File: src/hdl/dac_pkg.sv
package dac_pkg;

	////////////////////////////////////////
	// frame layout constants
	////////////////////////////////////////

	// bits per spi transfer
	localparam int FRAME_BITS = 32;

	// fixed leading nibble of every frame
	localparam logic [3:0] FRAME_PREFIX = 4'b1000;

	// fixed trailing byte of every frame
	localparam logic [7:0] FRAME_TRAILER = 8'd1;

	////////////////////////////////////////
	// request and frame types
	////////////////////////////////////////

	// one dac request, 20 bits
	typedef struct packed {
		logic [3:0]  cmd;
		logic [3:0]  addr;
		logic [11:0] data;
	} dac_req_t;

	// field view of the frame, msb first on the wire
	typedef struct packed {
		logic [3:0]  prefix;
		logic [11:0] data;
		logic [3:0]  addr;
		logic [3:0]  cmd;
		logic [7:0]  trailer;
	} dac_frame_fields_t;

	// raw bits for the shifter, fields for the echo check
	typedef union packed {
		logic [FRAME_BITS-1:0] raw;
		dac_frame_fields_t     f;
	} dac_frame_u;

	// echo check result seen by the host
	typedef struct packed {
		logic       echo_valid;
		logic       echo_match;
		logic [7:0] err_count;
	} dac_status_t;

endpackage

File: src/hdl/sck_tick_gen.sv
`timescale 1ns/1ps

module sck_tick_gen #(
	parameter int TICK_DIV = 4
) (
	input  logic CLK50MHZ,
	input  logic RST,
	output logic spi_sck_trig
);

	// keep at least one bit when no division is asked for
	localparam int CNT_W = (TICK_DIV > 1) ? $clog2(TICK_DIV) : 1;

	logic [CNT_W-1:0] div_cnt;

	////////////////////////////////////////
	// free running divider
	////////////////////////////////////////

	always_ff @(posedge CLK50MHZ) begin
		if (!RST) begin
			div_cnt <= '0;
		end else if (div_cnt == CNT_W'(TICK_DIV - 1)) begin
			// wrap at the end of one tick period
			div_cnt <= '0;
		end else begin
			div_cnt <= div_cnt + 1'b1;
		end
	end

	// strobe on the last count of each period
	assign spi_sck_trig = (div_cnt == CNT_W'(TICK_DIV - 1));

	// strobe spacing, only meaningful with a real divider
	a_tick_spacing: assert property (@(posedge CLK50MHZ) disable iff (!RST)
		(TICK_DIV > 1 && spi_sck_trig) |=> !spi_sck_trig)
		else $error("sck_tick_gen: tick strobe high on consecutive cycles");

endmodule

File: src/hdl/spi_shifter.sv
`timescale 1ns/1ps

module spi_shifter import dac_pkg::*; (
	input  logic       CLK50MHZ,
	input  logic       RST,
	input  logic       spi_sck_trig,
	input  logic       spi_trig,
	input  dac_frame_u data_in,
	output dac_frame_u data_out,
	output logic       SPI_SCK,
	output logic       SPI_MOSI,
	input  logic       SPI_MISO,
	output logic       busy,
	output logic       spi_done
);

	// two ticks per bit
	localparam int TICKS = 2 * FRAME_BITS;
	localparam int TCNT_W = $clog2(TICKS);

	logic [TCNT_W-1:0]     tick_cnt;
	logic [FRAME_BITS-1:0] tx_sr;
	dac_frame_u            rx_sr;
	logic                  start;
	logic                  last_tick;

	////////////////////////////////////////
	// handshake
	////////////////////////////////////////

	// trigger only counts on a tick while idle
	assign start = spi_sck_trig & spi_trig & ~busy;

	// 64th tick after acceptance, sck falls here
	assign last_tick = busy & spi_sck_trig & (tick_cnt == TCNT_W'(TICKS - 1));

	// done is high during the cycle of the last tick
	assign spi_done = last_tick;

	////////////////////////////////////////
	// control, tick count and sck
	////////////////////////////////////////

	always_ff @(posedge CLK50MHZ) begin
		if (!RST) begin
			busy     <= 1'b0;
			tick_cnt <= '0;
			SPI_SCK  <= 1'b0;
		end else if (start) begin
			// first bit is already on mosi, sck stays low
			busy     <= 1'b1;
			tick_cnt <= '0;
			SPI_SCK  <= 1'b0;
		end else if (busy && spi_sck_trig) begin
			tick_cnt <= tick_cnt + 1'b1;
			// even count rises, odd count falls
			SPI_SCK  <= ~tick_cnt[0];
			if (last_tick) begin
				busy <= 1'b0;
			end
		end
	end

	////////////////////////////////////////
	// shift registers
	////////////////////////////////////////

	always_ff @(posedge CLK50MHZ) begin
		if (start) begin
			tx_sr <= data_in.raw;
		end else if (busy && spi_sck_trig) begin
			if (!tick_cnt[0]) begin
				// rising edge, sample miso msb first
				rx_sr.raw <= {rx_sr.raw[FRAME_BITS-2:0], SPI_MISO};
			end else begin
				// falling edge, next bit onto mosi
				tx_sr <= {tx_sr[FRAME_BITS-2:0], 1'b0};
			end
		end
	end

	// msb first
	assign SPI_MOSI = tx_sr[FRAME_BITS-1];

	// full word is in place by the last tick
	assign data_out = rx_sr;

	////////////////////////////////////////
	// checks
	////////////////////////////////////////

	a_done_pulse: assert property (@(posedge CLK50MHZ) disable iff (!RST)
		spi_done |=> !spi_done)
		else $error("spi_shifter: spi_done longer than one cycle");

	a_sck_idle: assert property (@(posedge CLK50MHZ) disable iff (!RST)
		!busy |-> !SPI_SCK)
		else $error("spi_shifter: sck high while idle");

endmodule

File: src/hdl/dacspi.sv
`timescale 1ns/1ps

module dacspi import dac_pkg::*; (
	input  logic       CLK50MHZ,
	input  logic       RST,
	input  logic       spi_sck_trig,
	input  dac_req_t   req,
	input  logic       dactrig,
	output logic       DAC_CS,
	output logic       DAC_CLR,
	output logic       SPI_SCK,
	output logic       SPI_MOSI,
	input  logic       DAC_OUT,
	output dac_frame_u echo,
	output logic       busy,
	output logic       dacdone
);

	dac_frame_u tx_frame;
	logic       start;

	////////////////////////////////////////
	// frame assembly
	////////////////////////////////////////

	always_comb begin
		tx_frame.f.prefix  = FRAME_PREFIX;
		tx_frame.f.data    = req.data;
		tx_frame.f.addr    = req.addr;
		tx_frame.f.cmd     = req.cmd;
		tx_frame.f.trailer = FRAME_TRAILER;
	end

	// same acceptance rule as inside the shifter
	assign start = spi_sck_trig & dactrig & ~busy;

	////////////////////////////////////////
	// serial engine
	////////////////////////////////////////

	spi_shifter u_shifter (
		.CLK50MHZ     (CLK50MHZ),
		.RST          (RST),
		.spi_sck_trig (spi_sck_trig),
		.spi_trig     (dactrig),
		.data_in      (tx_frame),
		.data_out     (echo),
		.SPI_SCK      (SPI_SCK),
		.SPI_MOSI     (SPI_MOSI),
		.SPI_MISO     (DAC_OUT),
		.busy         (busy),
		.spi_done     (dacdone)
	);

	////////////////////////////////////////
	// dac control pins
	////////////////////////////////////////

	// chip select frames the transfer
	always_ff @(posedge CLK50MHZ) begin
		if (!RST) begin
			DAC_CS <= 1'b1;
		end else if (start) begin
			DAC_CS <= 1'b0;
		end else if (dacdone) begin
			// released on the edge closing the last tick
			DAC_CS <= 1'b1;
		end
	end

	// clear held low while in reset
	always_comb begin
		DAC_CLR = RST;
	end

	// cs and shifter state move on the same edges
	a_cs_busy: assert property (@(posedge CLK50MHZ) disable iff (!RST)
		DAC_CS == !busy)
		else $error("dacspi: DAC_CS out of step with shifter busy");

endmodule

File: src/hdl/echo_checker.sv
`timescale 1ns/1ps

module echo_checker import dac_pkg::*; #(
	parameter int ERR_W = 8
) (
	input  logic        CLK50MHZ,
	input  logic        RST,
	input  logic        spi_sck_trig,
	input  dac_req_t    req,
	input  logic        dactrig,
	input  logic        busy,
	input  logic        dacdone,
	input  dac_frame_u  echo,
	output dac_status_t status
);

	dac_req_t         pend_req;
	dac_req_t         prev_req;
	logic             have_prev;
	logic             valid_q;
	logic             match_q;
	logic [ERR_W-1:0] err_cnt;
	logic             accept;
	logic             fields_eq;

	// request is taken on the cycle the framer accepts it
	assign accept = spi_sck_trig & dactrig & ~busy;

	// echo carries the frame sent one transfer back
	always_comb begin
		fields_eq = (echo.f.cmd == prev_req.cmd) &&
			(echo.f.addr == prev_req.addr) &&
			(echo.f.data == prev_req.data);
	end

	////////////////////////////////////////
	// request history
	////////////////////////////////////////

	always_ff @(posedge CLK50MHZ) begin
		if (accept) begin
			pend_req <= req;
		end
		if (dacdone) begin
			prev_req <= pend_req;
		end
	end

	////////////////////////////////////////
	// judgement and error count
	////////////////////////////////////////

	always_ff @(posedge CLK50MHZ) begin
		if (!RST) begin
			have_prev <= 1'b0;
			valid_q   <= 1'b0;
			match_q   <= 1'b0;
			err_cnt   <= '0;
		end else begin
			valid_q <= 1'b0;
			if (dacdone) begin
				have_prev <= 1'b1;
				// nothing to compare on the first transfer
				if (have_prev) begin
					valid_q <= 1'b1;
					match_q <= fields_eq;
					if (!fields_eq && err_cnt != '1) begin
						err_cnt <= err_cnt + 1'b1;
					end
				end
			end
		end
	end

	always_comb begin
		status.echo_valid = valid_q;
		status.echo_match = match_q;
		status.err_count  = err_cnt;
	end

endmodule

File: src/hdl/dac_subsystem.sv
`timescale 1ns/1ps

module dac_subsystem import dac_pkg::*; #(
	parameter int TICK_DIV = 4,
	parameter int ERR_W    = 8
) (
	input  logic        CLK50MHZ,
	input  logic        RST,
	input  dac_req_t    req,
	input  logic        dactrig,
	output logic        dacdone,
	output dac_status_t status,
	output logic        DAC_CS,
	output logic        DAC_CLR,
	output logic        SPI_SCK,
	output logic        SPI_MOSI,
	input  logic        DAC_OUT
);

	logic       spi_sck_trig;
	logic       busy;
	dac_frame_u echo;

	////////////////////////////////////////
	// tick generator
	////////////////////////////////////////

	sck_tick_gen #(
		.TICK_DIV (TICK_DIV)
	) u_tick (
		.CLK50MHZ     (CLK50MHZ),
		.RST          (RST),
		.spi_sck_trig (spi_sck_trig)
	);

	////////////////////////////////////////
	// framer and spi pins
	////////////////////////////////////////

	dacspi u_dacspi (
		.CLK50MHZ     (CLK50MHZ),
		.RST          (RST),
		.spi_sck_trig (spi_sck_trig),
		.req          (req),
		.dactrig      (dactrig),
		.DAC_CS       (DAC_CS),
		.DAC_CLR      (DAC_CLR),
		.SPI_SCK      (SPI_SCK),
		.SPI_MOSI     (SPI_MOSI),
		.DAC_OUT      (DAC_OUT),
		.echo         (echo),
		.busy         (busy),
		.dacdone      (dacdone)
	);

	////////////////////////////////////////
	// echo checker
	////////////////////////////////////////

	echo_checker #(
		.ERR_W (ERR_W)
	) u_checker (
		.CLK50MHZ     (CLK50MHZ),
		.RST          (RST),
		.spi_sck_trig (spi_sck_trig),
		.req          (req),
		.dactrig      (dactrig),
		.busy         (busy),
		.dacdone      (dacdone),
		.echo         (echo),
		.status       (status)
	);

	// counter width must fit the status field
	a_err_width: assert property (@(posedge CLK50MHZ)
		ERR_W == $bits(status.err_count))
		else $error("dac_subsystem: ERR_W does not match status err_count width");

endmodule

File: config.mk
export PLATFORM = sky130hd
export DESIGN_NAME = dac_subsystem
export DESIGN_NICKNAME = d
export VERILOG_FILES = /design/src/hdl/dac_pkg.sv /design/src/hdl/sck_tick_gen.sv /design/src/hdl/spi_shifter.sv /design/src/hdl/dacspi.sv /design/src/hdl/echo_checker.sv /design/src/hdl/dac_subsystem.sv
export SDC_FILE = /design/constraint.sdc
export NUM_CORES = 1
export LEC_CHECK = 0
export BUFFER_PORTS_ARGS = -buffer_cell sky130_fd_sc_hd__buf_2
export CORE_MARGIN = 2
export CORE_UTILIZATION = 60
export CTS_BUF_LIST = sky130_fd_sc_hd__clkbuf_2 sky130_fd_sc_hd__clkbuf_4 sky130_fd_sc_hd__clkbuf_8
export DETAILED_ROUTE_END_ITERATION = 8
export PLACE_DENSITY = 0.8
export REMOVE_ABC_BUFFERS = 1
export SLEW_MARGIN = 20
export SYNTH_ARGS = -nofsm -noshare
export SYNTH_HDL_FRONTEND = slang
export SYNTH_SLANG_ARGS = --single-unit
File: constraint.sdc
create_clock -name CLK50MHZ -period 5.7 [get_ports CLK50MHZ]
set_input_delay 0.57 -clock CLK50MHZ [delete_from_list [all_inputs] [get_ports CLK50MHZ]]
set_output_delay 0.57 -clock CLK50MHZ [all_outputs]
set_load 0.01 [all_outputs]
==> flow_summary.ini, run 1 <==
[critical_path]
critPathCaptureType = output port
rr_worst_depth = 3
r2r_end = u_dacspi.u_shifter.tx_sr[19]$_DFFE_PP_
path_max_fanout = 24
path_class = reg -> out
timing.rr.start = u_tick.div_cnt[0]$_SDFF_PP0_
cp_data_required_time_ns = 5.13
worst-path-buf-inv = 2
worst-endpoint-arrival_ns = 1.99
worstPathCellList = ha_1 > and3_4 > and3_1 > buf_4 > buf_2
cp_top_family = buffers and inverters
crit_start = u_tick.div_cnt[0]$_SDFF_PP0_
r2r_setup_slack_ns = 3.49
worst_setup_path_start_kind = register
crit_path_top_delay_cell = dfxtp_1
critPathMaxStageDelay_ns = 0.34

[clock_tree]
ctsHoldBuffers = 0
cts_root_buffer = clkbuf_8
h-tree-depth = 4
ctsResizeCount = 0
clock-sinks = 121
clkTransAtPathRegs_ns = 0.06
post_cts_buffers = 0
clock_path_buffers = 2
cts_tree = yes
clkLatencyLatePin_ns = 0.41
numCtsBuffers = 17

[synth]
ys_ff_latch = 121
synth_top_area_cell = edfxtp_1
ys_top_cells_by_count = edfxtp_1 (88), nand2_1 (41), dfxtp_1 (33)
yosysUniqueCellTypes = 36
yosys_warnings = 0
yosysTopAreaCellShare_pct = 58.83
synth_area_leaders = edfxtp_1 (59%), dfxtp_1 (15%), xnor2_1 (4.1%), a22o_1 (3.9%), nand2_1 (3.4%)
syn_inst = 304
synth_edf_count = 88
yosysMostFrequentCell = edfxtp_1
synth-seq-area-share_pct = 73.54
async_flop_share_pct = 0
syn-mean-instance-area_um2 = 14.78
syn-cell-area_mm2 = 0.004492
ys.flop_type = edfxtp_1

[grt]
grt_max_degree = 51
grt_pass1_vias = 2481
antenna_found_initial = 0
grt_overflow = 0
grt.total_usage_pct = 19.75
grt_pass1_wl_mm = 12.15

[routing]
drt_iter0_drc = 192
routed_wl_mm = 7.233
drt-vias-per-instance = 5.358
num_vias = 2470
dr.pass1.iters = 4
drc_errors = 0
drtAntennaViolNets = 0
post_drt_wl_per_cell_um = 15.69

[power]
p_switching_mw = 0.3549
power_mw = 1.754
combPwrFrac_pct = 3.6
p_int_mw = 1.399
clockPowerShare_pct = 39.5
ir_drop_mv = 0.2446
p_per_area_mw_per_mm2 = 342.4
switching_share_pct = 20.23
seqPwrFrac_pct = 56.9
leakagePower_nw = 1.829

[sta]
finalMaxSlewViolations = 0
hold_violations = 0
clock-skew-final_ns = 0.009948
finalSetupTns_ns = 0
whs_ns = 0.3360
clock.fmax_ghz = 0.3914
final.min_clock_period_ns = 2.555
tightest_slew_ns = 0.8311
slew_headroom_pct = 44.46
min_period_over_period_pct = 44.83
rsz0062_at_grt = no
setup_viol_count_final = 0

[floorplan]
initial_utilization_pct = 61.93
core-area_mm2 = 0.007253
io_pins = 39
num_rows = 31
die_y_um = 90.53
die-area_mm2 = 0.008195
die_w_um = 90.53

[worst_hold_path]
hold_class = in -> reg
worstHoldPathCells = 1
hold_end = u_dacspi.u_shifter.data_out[0]$_DFFE_PP_
hold_start = DAC_OUT

[status]
status = completed

[final_layout]
antenna_cells = 0
nNetsFinal = 376
nFillCells = 468
area_growth_pct = 14.04
multi_input_area_mm2 = 0.001111
layout-drive-gt1-share_pct = 21.82
seqCellArea_mm2 = 0.003303

[job]
cap_violations = 0

[placement]
dpl.hpwl_mm = 4.590
port_buffers = 38
gp_congestion = 0.7753
-- worst max path at each step --
stage,to,cells after the start
2_1_floorplan,u_dacspi.u_shifter.data_out[0]$_DFFE_PP_,3
3_3_place_gp,u_dacspi.u_shifter.tx_sr[11]$_DFFE_PP_,3
3_5_place_dp,u_dacspi.u_shifter.tx_sr[11]$_DFFE_PP_,3
4_1_cts,dacdone,5
5_1_grt,dacdone,5
6_report,dacdone,5
-- cell families (layout without fill, tap and decap cells) --
group / Yosys count / in the layout / synth area share [%]
muxes: 8 / 8 / 1.783
buffers and inverters: 17 / 75 / 1.811
xor gates and xnor gates: 24 / 24 / 4.680
and+or+nand+nor: 88 / 88 / 9.861
DFF: 121 / 121 / 73.54
AOI/OAI and AO/OA: 43 / 43 / 7.493
adders and majority gates: 3 / 3 / 0.8357
-- stage by stage --
stage | util [%] | cell area, um2 | std cells | setup slack (ns)
2_1_floorplan | - | 4418 | 289 | 3.393
3_3_place_gp | 65.59 | 4757 | 429 | 3.591
3_5_place_dp | 65.59 | 4757 | 429 | 3.472
4_1_cts | 70.61 | 5121 | 461 | 3.111
5_1_grt | 70.62 | 5122 | 461 | 2.972
6_report | 70.62 | 5122 | 461 | 3.145
-- layer usage --
metal / track usage (%) / wire length, um / vias to the layer above
li1: - / - / 1208
met1: 26.49 / 3345 / 1198
met4: 10.13 / 105 / 0
met2: 29.91 / 3508 / 53
met5: 0 / 0 / -
met3: 5.342 / 274 / 11
-- registers in the layout (all words and copies together) (netlist names) --
name	flops
u_dacspi.u_shifter.tx_sr	32
u_dacspi.u_shifter.data_out	28
u_checker.pend_req	20
u_checker.prev_req	20
u_checker.err_cnt	8
u_dacspi.u_shifter.tick_cnt	6
u_tick.div_cnt	2
u_checker.have_prev	1
u_checker.match_q	1
u_checker.valid_q	1
u_dacspi.DAC_CS	1
u_dacspi.u_shifter.busy	1
-- power by group through the flow --
stage | sequential, mW | combinational [mW] | clock [mW]
2_1_floorplan | 1.01 | 0.0398 | 0
3_3_place_gp | 1.01 | 0.0592 | 0
3_5_place_dp | 1.02 | 0.0637 | 0
4_1_cts | 0.998 | 0.0640 | 0.708
5_1_grt | 1.00 | 0.0726 | 0.749
6_report | 0.998 | 0.0630 | 0.693
-- final cells by class --
cell class | instances | share of cell area [%]
flip-flops and latches | 121 | 64.48
multi-input cells | 166 | 21.69
clock buffers | 20 | 5.007
repair buffers | 41 | 4.152
well taps | 99 | 2.418
clock inverters | 12 | 2.101
inverters | 2 | 0.1466
-- layout by cell type (no fill, tap or decap), drive strengths merged --
| cell | instances |
|---|---|
| nand4 | 6 |
| or3 | 1 |
| xnor2 | 21 |
| a21boi | 1 |
| inv | 2 |
| o21a | 1 |
| clkinv | 9 |
| edfxtp | 88 |
| ha | 3 |
| a2111oi | 2 |
| nand3b | 1 |
| a211oi | 2 |
| a22o | 20 |
| dfxtp | 33 |
| nor3b | 2 |
| nor2 | 7 |
| o21ai | 1 |
| a21oi | 15 |
| and2 | 1 |
| bufinv | 2 |
| a32oi | 1 |
| mux2i | 8 |
| buf | 41 |
| clkbuf | 20 |
| nand2 | 42 |
| nor2b | 2 |
| or2 | 1 |
| nand3 | 11 |
| nor3 | 1 |
| and3b | 1 |
| and4 | 1 |
| nand2b | 7 |
| xor2 | 3 |
| and3 | 4 |
| clkinvlp | 1 |
No activity file was read; power rests on OpenSTA's default activity.
==> inputs of run 2 (changes only) <==
--- a/config.mk
+++ b/config.mk
@@ -7,10 +7,10 @@
 export LEC_CHECK = 0
 export BUFFER_PORTS_ARGS = -buffer_cell sky130_fd_sc_hd__buf_2
 export CORE_MARGIN = 2
-export CORE_UTILIZATION = 60
+export CORE_UTILIZATION = 55
 export CTS_BUF_LIST = sky130_fd_sc_hd__clkbuf_2 sky130_fd_sc_hd__clkbuf_4 sky130_fd_sc_hd__clkbuf_8
 export DETAILED_ROUTE_END_ITERATION = 8
-export PLACE_DENSITY = 0.8
+export PLACE_DENSITY = 0.77
 export REMOVE_ABC_BUFFERS = 1
 export SLEW_MARGIN = 20
 export SYNTH_ARGS = -nofsm -noshare
==> constraint.sdc (replaced) <==
create_clock -name CLK50MHZ -period 2.25 [get_ports CLK50MHZ]
set_input_delay 0.225 -clock CLK50MHZ [delete_from_list [all_inputs] [get_ports CLK50MHZ]]
set_output_delay 0.225 -clock CLK50MHZ [all_outputs]
set_load 0.01 [all_outputs]
==> flow_summary.ini, run 2 (synthesis gave the netlist of run 1 again) <==
[critical_path]
worst-path-buf-inv = 2
path_max_fanout = 21
worstPathCellList = ha_2 > and3_4 > and3_1 > buf_12 > buf_2
timing.rr.start = u_tick.div_cnt[0]$_SDFF_PP0_
worst-endpoint-arrival_ns = 1.88
cp_data_required_time_ns = 2.03
critPathCaptureType = output port
cp_top_family = simple AND/OR/NAND/NOR gates
r2r_end = u_checker.err_cnt[7]$_SDFFE_PN0P_
rr_worst_depth = 6
endpoint = dacdone
worst_setup_path_start_kind = register
path_class = reg -> out
crit_start = u_tick.div_cnt[0]$_SDFF_PP0_
crit_path_top_delay_cell = dfxtp_1
r2r_setup_slack_ns = 0.38
worst-path-stages = 5
critPathMaxStageDelay_ns = 0.33

[status]
status = completed

[routing]
num_vias = 2592
routed_wl_mm = 7.790
drtAntennaViolNets = 0
post_drt_wl_per_cell_um = 16.00
drc_errors = 0
drt-vias-per-instance = 5.322
dr.pass1.iters = 4
drt_iter0_drc = 184

[floorplan]
die_w_um = 94.37
num_rows = 32
die_y_um = 94.37
io_pins = 39
die-area_mm2 = 0.008906
initial_utilization_pct = 57.53
core-area_mm2 = 0.007807

[power]
leakagePower_nw = 1.976
p_per_area_mw_per_mm2 = 896.9
ir_drop_mv = 0.5955
power_mw = 4.897

[clock_tree]
cts_root_buffer = clkbuf_8
clock_path_buffers = 2
cts_tree = yes
clkTransAtPathRegs_ns = 0.06
h-tree-depth = 4
numCtsBuffers = 17
clkLatencyLatePin_ns = 0.42
clock-sinks = 121

[sta]
min_period_over_period_pct = 93.52
timing.final.ws_setup_ns = 0.1458
final.min_clock_period_ns = 2.104
rsz0062_at_grt = no
tightest_slew_ns = 0.4190
clock-skew-final_ns = 0.01126
hold_violations = 0
setup_viol_count_final = 0
slew_headroom_pct = 72.07
finalMaxSlewViolations = 0
clock.fmax_ghz = 0.4752

[placement]
dpl.hpwl_mm = 4.684
gp_congestion = 0.7739
place_ws_ns = 0.3145
port_buffers = 38
postPlaceCellArea_mm2 = 0.004823

[final_layout]
top_register = u_dacspi.u_shifter.tx_sr
layout-drive-gt1-share_pct = 22.60
antenna_cells = 0
post-route-cell-area_mm2 = 0.005460
final_cell_mix = edfxtp_1 (88), nand2_1 (41), buf_2 (38)
final_util_pct = 69.94
nNetsFinal = 399
area_growth_pct = 21.56
final_common_cell = edfxtp_1
largest_reg_flops = 32

[grt]
grt_overflow = 0
grt.total_usage_pct = 19.93
grt_max_degree = 51
antenna_found_initial = 0
grt_pass1_wl_mm = 12.70
grt_pass1_vias = 2477

[job]
cap_violations = 0

[worst_hold_path]
hold_class = in -> reg
[run 2: how the worst min path moves through the flow]
stage	from	endpoint	slack, ns	depth (start not counted)
after floorplan	RST	u_dacspi.DAC_CS$_SDFFE_PN1P_	0.31	1
after global placement	u_dacspi.u_shifter.data_out[5]$_DFFE_PP_	u_dacspi.u_shifter.data_out[6]$_DFFE_PP_	0.40	0
after detailed placement	u_checker.pend_req[14]$_DFFE_PP_	u_checker.prev_req[14]$_DFFE_PP_	0.40	0
after CTS	req[10]	u_checker.pend_req[10]$_DFFE_PP_	0.0006	1
after global routing	req[11]	u_checker.pend_req[11]$_DFFE_PP_	0.0004	1
final	req[4]	u_checker.pend_req[4]$_DFFE_PP_	0.03	1
[run 2: report_power, final]
part	internal, mW	switching (mW)	leakage, nW
clock	1.39	0.801	0.232
sequential	2.48	0.0469	1.09
combinational	0.0968	0.0867	0.651
total	3.96	0.934	1.98
[run 2: cell type report]
cell class,instances,area (um2)
timing repair buffer,64,455.4
inverter,2,7.507
sequential,121,3303
clock inverter,10,176.4
fill,505,2347
tap,102,127.6
clock buffer,22,277.8
multi-input combinational,166,1112
[run 2: stage by stage]
| step | cells | hold WS, ns | TNS [ns] |
|---|---|---|---|
| 3_5_place_dp | 437 | 0.4045 | 0 |
| 3_3_place_gp | 437 | 0.4003 | 0 |
| 6_report | 487 | 0.02919 | 0 |
| 2_1_floorplan | 289 | 0.3132 | -1.585 |
| 5_1_grt | 487 | 0.0003727 | 0 |
| 4_1_cts | 485 | 0.0006191 | 0 |
[run 2: per-layer routing]
metal | GRT usage [%] | wire length [um] | vias to the layer above
li1 | - | - | 1253
met1 | 27.02 | 3683 | 1262
met2 | 29.35 | 3650 | 67
met3 | 7.023 | 304 | 10
met4 | 8.816 | 151 | 0
met5 | 0 | 0 | -
[run 2: timing repair]
| item | CTS | global route |
|---|---|---|
| endpoints found under the hold margin | 16 | 2 |
| endpoints found under the setup margin | 0 | 1 |
| hold buffers | 16 | 2 |
| setup buffers | 0 | 0 |
| gates resized for setup | 0 | 1 |
==> inputs of run 3 (changes only) <==
--- a/config.mk
+++ b/config.mk
@@ -6,6 +6,7 @@
 export NUM_CORES = 1
 export LEC_CHECK = 0
 export BUFFER_PORTS_ARGS = -buffer_cell sky130_fd_sc_hd__buf_2
+export CORE_ASPECT_RATIO = 1.4
 export CORE_MARGIN = 2
 export CORE_UTILIZATION = 55
 export CTS_BUF_LIST = sky130_fd_sc_hd__clkbuf_2 sky130_fd_sc_hd__clkbuf_4 sky130_fd_sc_hd__clkbuf_8
==> flow_summary.ini, run 3 (synthesis gave the netlist of run 1 again) <==
[status]
status = completed

[sta]
final.min_clock_period_ns = 2.058
slew_headroom_pct = 56.40
tightest_slew_ns = 0.6516
min_period_over_period_pct = 91.48
finalMaxSlewViolations = 0
whs_ns = 0.1785
finalSetupTns_ns = 0
setup_viol_count_final = 0
clock.fmax_ghz = 0.4858
rsz0062_at_grt = no
hold_violations = 0
clock-skew-final_ns = 0.007225
timing.final.ws_setup_ns = 0.1917

[final_layout]
largest_reg_flops = 32
layout-drive-gt1-share_pct = 22.16
post-route-cell-area_mm2 = 0.005458
antenna_cells = 0
final_common_cell = edfxtp_1
top_register = u_dacspi.u_shifter.tx_sr
fin_cells = 490
nNetsFinal = 402
area_growth_pct = 21.50
final_cell_mix = edfxtp_1 (88), nand2_1 (41), buf_2 (38)

[clock_tree]
cts_root_buffer = clkbuf_8
h-tree-depth = 4
numCtsBuffers = 17
clock-sinks = 121
clock_path_buffers = 2
clkTransAtPathRegs_ns = 0.07
clkLatencyLatePin_ns = 0.42
post_cts_buffers = 0
cts_tree = yes

[placement]
port_buffers = 38
dp.cells = 437
place_ws_ns = 0.3596
gp_congestion = 0.8315
dpl.hpwl_mm = 4.675
postPlaceCellArea_mm2 = 0.004823

[critical_path]
worst-endpoint-arrival_ns = 1.83
worst_setup_path_start_kind = register
path_max_fanout = 24
critPathCaptureType = output port
rr_worst_depth = 6
cp_data_required_time_ns = 2.03
path_class = reg -> out

[floorplan]
core-area_mm2 = 0.008051
initial_utilization_pct = 55.79
die-area_mm2 = 0.008916
die_y_um = 110.9
die_w_um = 80.38
io_pins = 39
num_rows = 39

[routing]
drc_errors = 0
drt-vias-per-instance = 5.255
routed_wl_mm = 7.750
post_drt_wl_per_cell_um = 15.82
dr.pass1.iters = 4
drtAntennaViolNets = 0
drt_iter0_drc = 152
num_vias = 2575

[power]
leakagePower_nw = 1.955
p_per_area_mw_per_mm2 = 869.1
ir_drop_mv = 0.8179

[job]
cap_violations = 0

[grt]
grt_pass1_vias = 2560
grt.total_usage_pct = 19.42
grt_max_degree = 51
grt_pass1_wl_mm = 12.56
grt_overflow = 0
antenna_found_initial = 0

[worst_hold_path]
worstHoldPathCells = 3
hold_class = in -> reg
## run 3: layout make-up
cell class / instances / area [um2]
fillers: 567 / 2594
clock buffers: 18 / 241.5
multi-input cells: 166 / 1112
flip-flops and latches: 121 / 3303
inverters: 2 / 7.507
well taps: 102 / 127.6
clock inverters: 14 / 180.2
repair buffers: 67 / 485.5
## run 3: what timing repair did
action,CTS,global route
setup endpoints to repair,0,1
hold buffers,19,2
endpoints found under the hold margin,19,2
gates resized for setup,0,1
## run 3: layer usage
layer / wire (um) / track usage (%) / vias up / share of wire, %
met2: 4210 / 30.94 / 65 / 54
met1: 3168 / 24.05 / 1238 / 41
li1: - / - / 1264 / -
met5: 0 / 0 / - / 0
met3: 272 / 5.619 / 8 / 3.5
met4: 99 / 9.492 / 0 / 1.3
## run 3: worst paths after layout
check | from | to | slack (ns)
worst min register to register | u_checker.pend_req[15]$_DFFE_PP_ | u_checker.prev_req[15]$_DFFE_PP_ | 0.42
worst max-delay path | u_tick.div_cnt[0]$_SDFF_PP0_ | dacdone | 0.19
worst min-delay path | dactrig | u_dacspi.u_shifter.busy$_SDFFE_PN0P_ | 0.18
worst max register to register | u_tick.div_cnt[0]$_SDFF_PP0_ | u_checker.err_cnt[5]$_SDFFE_PN0P_ | 0.41
## run 3: worst max-delay path: stages, from the launching register on
cell     delay, ns
dfxtp_1       0.34
ha_2          0.28
and3_4        0.24
and3_1        0.21
buf_12        0.18
buf_2         0.15
## run 3: where the power goes
group          switching (mW)  internal [mW]  total, mW  leakage, nW
clock network           0.820           1.20       2.02        0.199
logic                  0.0940          0.100      0.194        0.664
registers              0.0491           2.48       2.53         1.09
total                   0.963           3.78       4.74         1.96
## run 3: through the flow
stage	total power [mW]	utilization, %
CTS	4.780	67.51
detailed placement	2.737	59.91
finish	4.743	67.79
global placement	2.722	59.91
floorplan	2.660	-
global route	4.919	67.79
